[src/common/gpio_pkg.sv]
// GPIO package with the register map, widths, interrupt types and shared structs
package gpio_pkg;

    localparam int PAD_NUM        = 32;
    localparam int APB_ADDR_WIDTH = 12;
    localparam int DATA_WIDTH     = 32;
    localparam int REG_IDX_WIDTH  = 5;   // Word index, PADDR[6:2]

    // Interrupt type field layout inside the INTTYPE words
    localparam int INT_TYPE_WIDTH = 2;
    localparam int TYPES_PER_WORD = DATA_WIDTH / INT_TYPE_WIDTH;

    // Register word indexes
    localparam logic [REG_IDX_WIDTH-1:0] REG_PADDIR     = 5'd0;  // 0x00
    localparam logic [REG_IDX_WIDTH-1:0] REG_GPIOEN     = 5'd1;  // 0x04
    localparam logic [REG_IDX_WIDTH-1:0] REG_PADIN      = 5'd2;  // 0x08, read only
    localparam logic [REG_IDX_WIDTH-1:0] REG_PADOUT     = 5'd3;  // 0x0C
    localparam logic [REG_IDX_WIDTH-1:0] REG_PADOUTSET  = 5'd4;  // 0x10, write only
    localparam logic [REG_IDX_WIDTH-1:0] REG_PADOUTCLR  = 5'd5;  // 0x14, write only
    localparam logic [REG_IDX_WIDTH-1:0] REG_INTEN      = 5'd6;  // 0x18
    localparam logic [REG_IDX_WIDTH-1:0] REG_INTTYPE_LO = 5'd7;  // 0x1C, pads 0-15
    localparam logic [REG_IDX_WIDTH-1:0] REG_INTTYPE_HI = 5'd8;  // 0x20, pads 16-31
    localparam logic [REG_IDX_WIDTH-1:0] REG_INTSTATUS  = 5'd9;  // 0x24, clear on read

    typedef enum logic [INT_TYPE_WIDTH-1:0] {
        INT_FALL = 2'd0,
        INT_RISE = 2'd1,
        INT_BOTH = 2'd2,
        INT_NONE = 2'd3
    } int_type_e;

    typedef logic [PAD_NUM-1:0] pad_vec_t;

    // One APB transfer as seen in a single cycle
    typedef struct packed {
        logic [APB_ADDR_WIDTH-1:0] addr;
        logic [DATA_WIDTH-1:0]     wdata;
        logic                      write;
        logic                      sel;
        logic                      enable;
    } apb_req_t;

    // Configuration held by the register file
    typedef struct packed {
        pad_vec_t                  dir;
        pad_vec_t                  out;
        pad_vec_t                  en;
        pad_vec_t                  inten;
        int_type_e [PAD_NUM-1:0]   inttype;
    } gpio_cfg_t;

endpackage
[src/logic/apb_gpio.sv]
// APB GPIO top level for 32 pads with edge interrupts
`timescale 1ns/1ps

module apb_gpio import gpio_pkg::*;
(
    input  logic                      HCLK,
    input  logic                      HRESETn,

    input  logic [APB_ADDR_WIDTH-1:0] PADDR,
    input  logic [DATA_WIDTH-1:0]     PWDATA,
    input  logic                      PWRITE,
    input  logic                      PSEL,
    input  logic                      PENABLE,
    output logic [DATA_WIDTH-1:0]     PRDATA,
    output logic                      PREADY,
    output logic                      PSLVERR,

    input  pad_vec_t                  gpio_in,
    output pad_vec_t                  gpio_in_sync,
    output pad_vec_t                  gpio_out,
    output pad_vec_t                  gpio_dir,
    output logic                      interrupt
);

    apb_req_t  req;
    gpio_cfg_t cfg;
    pad_vec_t  sync;
    pad_vec_t  sampled;
    pad_vec_t  status;
    logic      status_rd;

    assign req = '{
        addr:   PADDR,
        wdata:  PWDATA,
        write:  PWRITE,
        sel:    PSEL,
        enable: PENABLE
    };

    apb_gpio_regs u_regs (
        .HCLK      (HCLK),
        .HRESETn   (HRESETn),
        .req       (req),
        .sampled   (sampled),
        .status    (status),
        .rdata     (PRDATA),
        .cfg       (cfg),
        .status_rd (status_rd)
    );

    gpio_in_sync u_in_sync (
        .HCLK    (HCLK),
        .HRESETn (HRESETn),
        .pad_in  (gpio_in),
        .en      (cfg.en),
        .sync    (sync),
        .sampled (sampled)
    );

    gpio_irq u_irq (
        .HCLK      (HCLK),
        .HRESETn   (HRESETn),
        .cfg       (cfg),
        .sync      (sync),
        .sampled   (sampled),
        .status_rd (status_rd),
        .status    (status),
        .interrupt (interrupt)
    );

    assign gpio_in_sync = sync;
    assign gpio_out     = cfg.out;
    assign gpio_dir     = cfg.dir;

    assign PREADY  = 1'b1;   // No wait states
    assign PSLVERR = 1'b0;

endmodule

[src/logic/gpio_irq.sv]
// GPIO interrupt unit, edge detect per pad type with sticky status
`timescale 1ns/1ps

module gpio_irq import gpio_pkg::*;
(
    input  logic      HCLK,
    input  logic      HRESETn,

    input  gpio_cfg_t cfg,
    input  pad_vec_t  sync,
    input  pad_vec_t  sampled,
    input  logic      status_rd,

    output pad_vec_t  status,
    output logic      interrupt
);

    pad_vec_t rise;
    pad_vec_t fall;
    pad_vec_t hit;
    pad_vec_t event_vec;
    pad_vec_t status_q;

    assign rise =  sync & ~sampled;
    assign fall = ~sync &  sampled;

    always_comb
    begin
        for (int i = 0; i < PAD_NUM; i++)
        begin
            case (cfg.inttype[i])
                INT_FALL: hit[i] = fall[i];
                INT_RISE: hit[i] = rise[i];
                INT_BOTH: hit[i] = rise[i] | fall[i];
                default:  hit[i] = 1'b0;
            endcase
        end
    end

    assign event_vec = hit & cfg.inten & cfg.en;
    assign interrupt = |event_vec;

    // New events take priority over a clearing read
    always_ff @(posedge HCLK or negedge HRESETn)
    begin
        if (!HRESETn)
        begin
            status_q <= '0;
        end
        else if (interrupt)
        begin
            status_q <= status_q | event_vec;
        end
        else if (status_rd)
        begin
            status_q <= '0;
        end
    end

    assign status = status_q;

    a_irq_needs_enable: assert property (
        @(posedge HCLK) disable iff (!HRESETn)
        interrupt |-> |(cfg.inten & cfg.en)
    );

    a_status_masked: assert property (
        @(posedge HCLK) disable iff (!HRESETn)
        ((status & ~$past(status)) & ~$past(cfg.inten)) == '0
    );

endmodule

[src/logic/gpio_in_sync.sv]
// GPIO input sampler, two-flop synchronizer plus history stage per enabled pad
`timescale 1ns/1ps

module gpio_in_sync import gpio_pkg::*;
(
    input  logic     HCLK,
    input  logic     HRESETn,

    input  pad_vec_t pad_in,
    input  pad_vec_t en,

    output pad_vec_t sync,
    output pad_vec_t sampled
);

    pad_vec_t stage0_q;
    pad_vec_t stage1_q;
    pad_vec_t stage2_q;

    // Disabled pads hold every stage
    always_ff @(posedge HCLK or negedge HRESETn)
    begin
        if (!HRESETn)
        begin
            stage0_q <= '0;
            stage1_q <= '0;
            stage2_q <= '0;
        end
        else
        begin
            stage0_q <= (pad_in   & en) | (stage0_q & ~en);
            stage1_q <= (stage0_q & en) | (stage1_q & ~en);
            stage2_q <= (stage1_q & en) | (stage2_q & ~en);
        end
    end

    assign sync    = stage1_q;   // Metastability-safe value
    assign sampled = stage2_q;   // Previous value for edge detect

    a_disabled_hold: assert property (
        @(posedge HCLK) disable iff (!HRESETn)
        ((sampled ^ $past(sampled)) & ~$past(en)) == '0
    );

endmodule

[src/regs/apb_gpio_regs.sv]
// GPIO register file, decodes APB accesses and holds the pad configuration
`timescale 1ns/1ps

module apb_gpio_regs import gpio_pkg::*;
(
    input  logic                  HCLK,
    input  logic                  HRESETn,

    input  apb_req_t              req,
    input  pad_vec_t              sampled,
    input  pad_vec_t              status,

    output logic [DATA_WIDTH-1:0] rdata,
    output gpio_cfg_t             cfg,
    output logic                  status_rd
);

    logic [REG_IDX_WIDTH-1:0] idx;
    logic                     wr_acc;
    logic                     rd_acc;

    pad_vec_t                 dir_q;
    pad_vec_t                 out_q;
    pad_vec_t                 en_q;
    pad_vec_t                 inten_q;
    int_type_e [PAD_NUM-1:0]  inttype_q;

    assign idx    = req.addr[6:2];
    assign wr_acc = req.sel & req.enable & req.write;
    assign rd_acc = req.sel & req.enable & ~req.write;

    // Status clears at the end of this access cycle
    assign status_rd = rd_acc && (idx == REG_INTSTATUS);

    always_ff @(posedge HCLK or negedge HRESETn)
    begin
        if (!HRESETn)
        begin
            dir_q   <= '0;
            out_q   <= '0;
            en_q    <= '0;
            inten_q <= '0;
            for (int i = 0; i < PAD_NUM; i++)
            begin
                inttype_q[i] <= INT_FALL;
            end
        end
        else if (wr_acc)
        begin
            case (idx)
                REG_PADDIR:
                begin
                    dir_q <= req.wdata;
                end
                REG_GPIOEN:
                begin
                    en_q <= req.wdata;
                end
                REG_PADOUT:
                begin
                    out_q <= req.wdata;
                end
                REG_PADOUTSET:
                begin
                    out_q <= out_q | req.wdata;   // Set bits written as 1
                end
                REG_PADOUTCLR:
                begin
                    out_q <= out_q & ~req.wdata;  // Clear bits written as 1
                end
                REG_INTEN:
                begin
                    inten_q <= req.wdata;
                end
                REG_INTTYPE_LO:
                begin
                    for (int i = 0; i < TYPES_PER_WORD; i++)
                    begin
                        inttype_q[i] <=
                            int_type_e'(req.wdata[INT_TYPE_WIDTH*i +: INT_TYPE_WIDTH]);
                    end
                end
                REG_INTTYPE_HI:
                begin
                    for (int i = 0; i < TYPES_PER_WORD; i++)
                    begin
                        inttype_q[i+TYPES_PER_WORD] <=
                            int_type_e'(req.wdata[INT_TYPE_WIDTH*i +: INT_TYPE_WIDTH]);
                    end
                end
                default:
                begin
                    // PADIN, INTSTATUS and unmapped indexes ignore writes
                end
            endcase
        end
    end

    // Read mux, zero outside read access cycles
    always_comb
    begin
        rdata = '0;
        if (rd_acc)
        begin
            case (idx)
                REG_PADDIR:
                begin
                    rdata = dir_q;
                end
                REG_GPIOEN:
                begin
                    rdata = en_q;
                end
                REG_PADIN:
                begin
                    rdata = sampled;
                end
                REG_PADOUT:
                begin
                    rdata = out_q;
                end
                REG_INTEN:
                begin
                    rdata = inten_q;
                end
                REG_INTTYPE_LO:
                begin
                    for (int i = 0; i < TYPES_PER_WORD; i++)
                    begin
                        rdata[INT_TYPE_WIDTH*i +: INT_TYPE_WIDTH] = inttype_q[i];
                    end
                end
                REG_INTTYPE_HI:
                begin
                    for (int i = 0; i < TYPES_PER_WORD; i++)
                    begin
                        rdata[INT_TYPE_WIDTH*i +: INT_TYPE_WIDTH] =
                            inttype_q[i+TYPES_PER_WORD];
                    end
                end
                REG_INTSTATUS:
                begin
                    rdata = status;
                end
                default:
                begin
                    rdata = '0;   // Write-only and unmapped
                end
            endcase
        end
    end

    assign cfg = '{
        dir:     dir_q,
        out:     out_q,
        en:      en_q,
        inten:   inten_q,
        inttype: inttype_q
    };

    // PRDATA stays quiet on the bus unless a read is in its access cycle
    a_rdata_idle: assert property (
        @(posedge HCLK) disable iff (!HRESETn)
        !(req.sel && req.enable && !req.write) |-> (rdata == '0)
    );

endmodule

[config.mk]
export PLATFORM = sky130hd
export DESIGN_NAME = apb_gpio
export DESIGN_NICKNAME = d
export VERILOG_FILES = /design/src/common/gpio_pkg.sv /design/src/logic/apb_gpio.sv /design/src/logic/gpio_irq.sv /design/src/logic/gpio_in_sync.sv /design/src/regs/apb_gpio_regs.sv
export SDC_FILE = /design/constraint.sdc
export NUM_CORES = 1
export LEC_CHECK = 0
export ABC_AREA = 0
export BUFFER_PORTS_ARGS = -buffer_cell sky130_fd_sc_hd__buf_2
export CAP_MARGIN = 30
export CORE_ASPECT_RATIO = 0.7
export CORE_UTILIZATION = 55
export DETAILED_ROUTE_END_ITERATION = 8
export HOLD_SLACK_MARGIN = 0.1
export PLACE_DENSITY = 0.79
export SLEW_MARGIN = 40
export SYNTH_ARGS = -nofsm -noshare
export SYNTH_HDL_FRONTEND = slang
export SYNTH_SLANG_ARGS = --single-unit
[constraint.sdc]
create_clock -name HCLK -period 3 [get_ports HCLK]
set_clock_uncertainty 0.1 [all_clocks]
set_input_delay 0.3 -clock HCLK [delete_from_list [all_inputs] [get_ports HCLK]]
set_output_delay 0.3 -clock HCLK [all_outputs]
set_load 0.01 [all_outputs]
==> results.toml, run 1 <==
[sta]
worstMarginPinSlew_ns = 0.772
fin_crit_ns = 3.04
maxSlewViolCount = 0
setup_viol = 1
relSlewSlack = 0.485
fin_setup_tns_ns = -0.0389
fmaxAchievable_ghz = 0.329
whs_ns = 0.191
fin_crit_sh = 1.01
finalHoldViolCount = 0
worst_slack_ns = -0.0389
rsz0062_at_grt = "true"

[yosys]
avgSynthCellArea_um2 = 11.1
netlist.area_leader.share = 0.487
synth_area_leader_cell = "dfrtp_1"
synthCells = 1479
synth.area.top_cells = "dfrtp_1, mux2_2, mux2_1"
synth_xor_area_frac = 0
synth_compound_area_frac = 0.162
yosysMostFrequentCell = "dfrtp_1"
ys_seq_area_frac = 0.487
synth_edf_count = 0
yosys-top-cells-count = "dfrtp_1, inv_1, o21ai_0"
synthSimpleGateAreaFrac = 0.0503
synth_seq_cells = 320
syn-cell-area_mm2 = 0.0164
yosys_warnings = 0
synth_mux_area_frac = 0.161
ys_types = 48
synth_fp_nets = 1624
synthAdderAreaFrac = 0.0487
async_flop_share = 1.00
synth_top_family_by_area = "compound AO/OA/AOI/OAI gates"
synth_ff_type = "dfrtp_1"

[routing]
finalWirelength_um = 48300
vias = 12800
viasPerCell = 6.16
final_antenna_net_count = 0
first_pass_iters = 7
wl_per_cell_um = 23.3
drc = 0
dr.first_iter.drc_count = 1416

[clock_tree]
clkSlewWorstSetupHoldPaths_ns = 0.06
clock_sinks = 320
htree_levels = 1
cts_buffer_depth = 3
tritoncts = "yes"
insertion_delay_ns = 0.59
root_buffer = "clkbuf_16"
cts_buffers = 31

[global_route]
grt_first_pass_wirelength_um = 75100
antenna_found_initial = 2
grt_pass1_vias = 12700
grt.total_usage = 0.319
grt_max_degree = 67
grt-ovfl-total = 0

[setup_path]
crit_buf_inv = 2
crit_type = "reg -> out"
rr_worst_depth = 10
start_kind = "flip-flop"
crit_fanout = 4
cpLargestDelayFamily = "simple AND/OR/NAND/NOR gates"
worstPathRequired_ns = 2.60
cpMaxStageDelayCell = "dfrtp_1"
crit_arrival_ns = 2.64
rrSetupSlack_ns = 0.20
crit_chain = "inv_1 > ha_1 > mux2i_1 > o2111ai_1 > nand4_1 > nor4_2 > nand2_2 > buf_6"
cp-end-kind = "primary output"
max_stage_delay_ns = 0.42
r2r_end = "u_irq.status[13]$_DFFE_PN0P_"

[power]
p_per_area_mw_per_mm2 = 661
leakage_nw = 9.10
ir_drop_mv = 0.590

[floorplan]
die_area_mm2 = 0.0306
die-width_um = 209
start_util = 0.564
chipHeight_um = 147
placementRows = 52
core_mm2 = 0.0291
io_pins = 212

[placement]
place_ws_ns = 0.433
dp_hpwl_um = 33200
place_area_mm2 = 0.0175
portBuffers = 202
placedCellCount = 1944
gp_congestion = 0.881

[outcome]
failed_checks = "setup timing"
status = "finished, violations left"

[job]
cap_violations = 0

[cells_and_area]
layout.nets = 1817
area_growth_pct = 17.5
instances_no_fill = 2075
design_area_mm2 = 0.0193
drive_gt1_frac = 0.286

[worst_hold_path]
hold_class = "in -> async"
[worst reg2reg max path: stages (launching register included)]
cell and delay (ns):
dfrtp_1 0.42, inv_1 0.10, ha_1 0.29, mux2i_1 0.06
o2111ai_1 0.32, nand4_1 0.28, buf_4 0.22, buf_4 0.13
nor4_4 0.23, buf_4 0.41, a22oi_2 0.10
[per-stage QoR]
stage | util | power (mW)
detailed placement | 0.599 | 8.53
floorplan | - | 7.47
CTS | 0.662 | 12.8
global route | 0.663 | 13.4
finish | 0.663 | 12.8
global placement | 0.599 | 8.31
[placed cells by master (no fill, tap or decap), types with 5 or more instances in the layout]
cell	netlist	routed
nor2_1	40	38
a22oi_2	21	21
a21oi_2	12	12
o2111ai_2	8	19
mux2i_1	48	48
clkbuf_8	0	5
dlygate4sd3_1	0	65
o2111ai_1	22	11
o21ai_0	112	112
clkbuf_16	0	31
mux2_1	86	86
nor2b_1	11	11
nand4_1	7	7
buf_2	26	200
a211oi_1	30	30
mux2_2	106	106
nand2_1	94	94
a21oi_1	57	57
buf_12	0	9
a31oi_1	13	13
buf_4	72	47
a22oi_1	26	26
ha_1	64	64
a22o_1	13	13
inv_1	142	140
clkinv_2	0	10
a222oi_1	19	19
a221oi_1	32	32
dfrtp_1	320	320
[layout make-up]
type | instances | area (um^2)
Antenna cell | 1 | 2.50
Clock buffer | 40 | 860
Clock inverter | 17 | 198
Fill cell | 2203 | 9820
Inverter | 142 | 533
Multi-Input combinational cell | 854 | 7040
Sequential cell | 320 | 8010
Tap cell | 378 | 473
Timing Repair Buffer | 323 | 2210
[worst max-delay path by stage]
| stage | slack [ns] | depth (start not counted) | start | endpoint |
|---|---|---|---|---|
| 6_report | -0.04 | 8 | flip-flop | interrupt |
| 3_3_place_gp | 0.44 | 8 | flip-flop | u_irq.status[9]$_DFFE_PN0P_ |
| 3_5_place_dp | 0.43 | 8 | flip-flop | u_irq.status[24]$_DFFE_PN0P_ |
| 5_1_grt | -0.11 | 8 | flip-flop | interrupt |
| 4_1_cts | 0.009 | 8 | flip-flop | interrupt |
| 2_1_floorplan | 0.64 | 8 | flip-flop | interrupt |
[kinds of logic (layout without fill, tap and decap cells)]
kind of cell    count (synthesis)  in the layout
flops                         320            320
buf+inv                       305            522
other cells                     2              3
simple gates                  177            177
fa+ha+maj                      64             64
compound gates                371            371
mux                           240            240
[layer usage]
metal	wire, um	vias up	global-route usage
li1	-	5593	-
met1	20700	6400	0.465
met2	21200	675	0.480
met3	4920	109	0.0654
met4	1520	0	0.100
met5	0	-	0
[power breakdown]
| part | internal [mW] | leakage [nW] | total [mW] | switching, mW |
|---|---|---|---|---|
| registers | 5.15 | 4.15 | 5.98 | 0.829 |
| clock network | 2.36 | 0.529 | 4.10 | 1.74 |
| logic | 1.23 | 4.42 | 2.70 | 1.47 |
| total | 8.74 | 9.10 | 12.8 | 4.03 |
[repair_timing]
| item | 4_1_cts | 5_1_grt |
|---|---|---|
| buffers inserted | 7 | 1 |
| resized for setup | 11 | 4 |
| endpoints found under the hold margin | 453 | 0 |
| endpoints found under the setup margin | 1 | 1 |
| pin swaps | 7 | 3 |
| hold buffers | 65 | 0 |
Power figures use the tool's default switching activity.
==> inputs of run 2 (changes only) <==
ABC_AREA = 1   (was 0)
==> results.toml, run 2 <==
[yosys]
synth_top_family_by_area = "simple AND/OR/NAND/NOR gates"
synthCells = 2050
yosysMostFrequentCell = "nand2_1"
synthSimpleGateAreaFrac = 0.190
synth_ff_type = "dfrtp_1"
netlist.area_leader.share = 0.486
synth_compound_area_frac = 0.145
ys_seq_area_frac = 0.486
synth_edf_count = 0
avgSynthCellArea_um2 = 8.03
async_flop_share = 1.00
synth_area_leader_cell = "dfrtp_1"
synth_seq_cells = 320
synth_fp_nets = 2195
ys_types = 25
synth_xor_area_frac = 0
synth.area.top_cells = "dfrtp_1, nand2_1, o21ai_0"
syn-cell-area_mm2 = 0.0165
yosys_warnings = 0
synthAdderAreaFrac = 0.0486
yosys-top-cells-count = "nand2_1, dfrtp_1, inv_1"
synth_mux_area_frac = 0.0178

[routing]
finalWirelength_um = 51900
vias = 14900
final_antenna_net_count = 0
viasPerCell = 5.69
wl_per_cell_um = 19.8
dr.first_iter.drc_count = 1637
first_pass_iters = 6
drc = 0

[sta]
rsz0062_at_grt = "false"
relSlewSlack = 0.452
fmaxAchievable_ghz = 0.348
worstMarginPinSlew_ns = 0.819
whs_ns = 0.168
fin_crit_ns = 2.87
setup_viol = 0
fin_crit_sh = 0.957
finalHoldViolCount = 0
maxSlewViolCount = 0
fin_setup_tns_ns = 0

[global_route]
grt_max_degree = 87
antenna_found_initial = 0
grt.busiest_layer = "met2"
grt_pass1_vias = 14600
grtUsageMet1 = 0.466
grt_util_met2 = 0.518
use_met3 = 0.0909
grt_first_pass_wirelength_um = 80500
grt-ovfl-total = 0
grt.total_usage = 0.341

[setup_path]
crit_buf_inv = 2
rrSetupSlack_ns = 0.52
start_kind = "flip-flop"
crit_chain = "inv_1 > ha_1 > nand3b_1 > nand3_1 > nand2_1 > nor2_1 > nand2_1 > nor2_1 > nand2_1 > buf_2"
cpMaxStageDelayCell = "dfrtp_1"
crit_top_cell = "nand2_1"
cp-end-kind = "primary output"
cpLargestDelayFamily = "simple AND/OR/NAND/NOR gates"
crit_fanout = 4
worstPathRequired_ns = 2.60
crit_arrival_ns = 2.47
max_stage_delay_ns = 0.41
crit_type = "reg -> out"

[job]
cap_violations = 0

[placement]
portBuffers = 202
dp_hpwl_um = 35100
gp_congestion = 0.959

[floorplan]
die-width_um = 209
die_area_mm2 = 0.0306
io_pins = 212
core_mm2 = 0.0291
start_util = 0.565
placementRows = 52
chipHeight_um = 147

[clock_tree]
clock_sinks = 320
clkSlewWorstSetupHoldPaths_ns = 0.07
cts-resized-gates = 0
tritoncts = "yes"
postCtsSetupBuffers = 0
cts_buffer_depth = 3
cts_buffers = 31
root_buffer = "clkbuf_16"
htree_levels = 1
ctsHoldBuffers = 65
insertion_delay_ns = 0.59

[cells_and_area]
antenna_cells = 0
final_common_cell = "nand2_1"
final_cell_mix = "nand2_1, dfrtp_1, inv_1"
drive_gt1_frac = 0.148
layout.nets = 2366
area_growth_pct = 16.0

[power]
p_total_mw = 13.5
p_per_area_mw_per_mm2 = 706
leakage_nw = 9.52
ir_drop_mv = 0.490

[worst_hold_path]
hold_class = "in -> async"

[outcome]
status = "complete, no violations"
-- run 2: changes by cell type in the layout (fill, tap and decap cells not counted), sizes merged, moves of 35 or more --
cell,before,now
nand3,1,36
o22ai,0,89
mux2,192,26
inv,144,248
nand2,95,616
nor2,40,90
a22oi,47,0
mux2i,48,0
o21ai,113,269
-- run 2: per-stage QoR --
step                cell area, um^2  std cells  utilization  worst slack (ns)
finish                        19100       2622        0.655             0.128
detailed placement            17400       2501        0.597             0.555
CTS                           19100       2622        0.655             0.189
floorplan                     16500       2050            -              1.09
global placement              17400       2501        0.597             0.364
global route                  19100       2622        0.655            0.0234
-- run 2: layout make-up --
| cell class | instances | area [um^2] |
|---|---|---|
| Timing Repair Buffer | 301 | 2010 |
| Clock buffer | 37 | 838 |
| Sequential cell | 320 | 8010 |
| Inverter | 246 | 923 |
| Multi-Input combinational cell | 1321 | 6640 |
| Tap cell | 378 | 473 |
| Fill cell | 2445 | 10000 |
| Clock inverter | 19 | 203 |
-- run 2: cell families after synthesis --
family,after synthesis
adder cells (fa/ha/maj),64
AO/OA/AOI/OAI,451
flip-flops,320
other,2
buffers and inverters,409
multiplexers,26
AND/OR/NAND/NOR,778
-- run 2: path summary, 6_finish.rpt --
check                                           endpoint  cells after the start
max                                            interrupt                     10
min                         u_regs.dir_q[31]$_DFFE_PN0P_                      2
max reg2reg                  u_irq.status[4]$_DFFE_PN0P_                     12
min reg2reg                                    flip-flop                      2
max in group asynchronous  u_regs.inten_q[1]$_DFFE_PN0P_                      3
min in group HCLK              u_regs.cfg[5]$_DFFE_PN0P_                      4
-- run 2: metal layers --
metal  up-vias  routed length (um)
met1      7035               20900
li1       6853                   -
met5         -                   0
met3       174                6280
met2       870               22500
met4         0                2160
-- run 2: where the power goes --
part / total (mW) / switching, mW / internal [mW] / leakage, nW
clock network: 4.07 / 1.74 / 2.33 / 0.530
registers: 6.12 / 0.809 / 5.31 / 4.05
logic: 3.29 / 1.96 / 1.33 / 4.94
total: 13.5 / 4.51 / 8.97 / 9.52
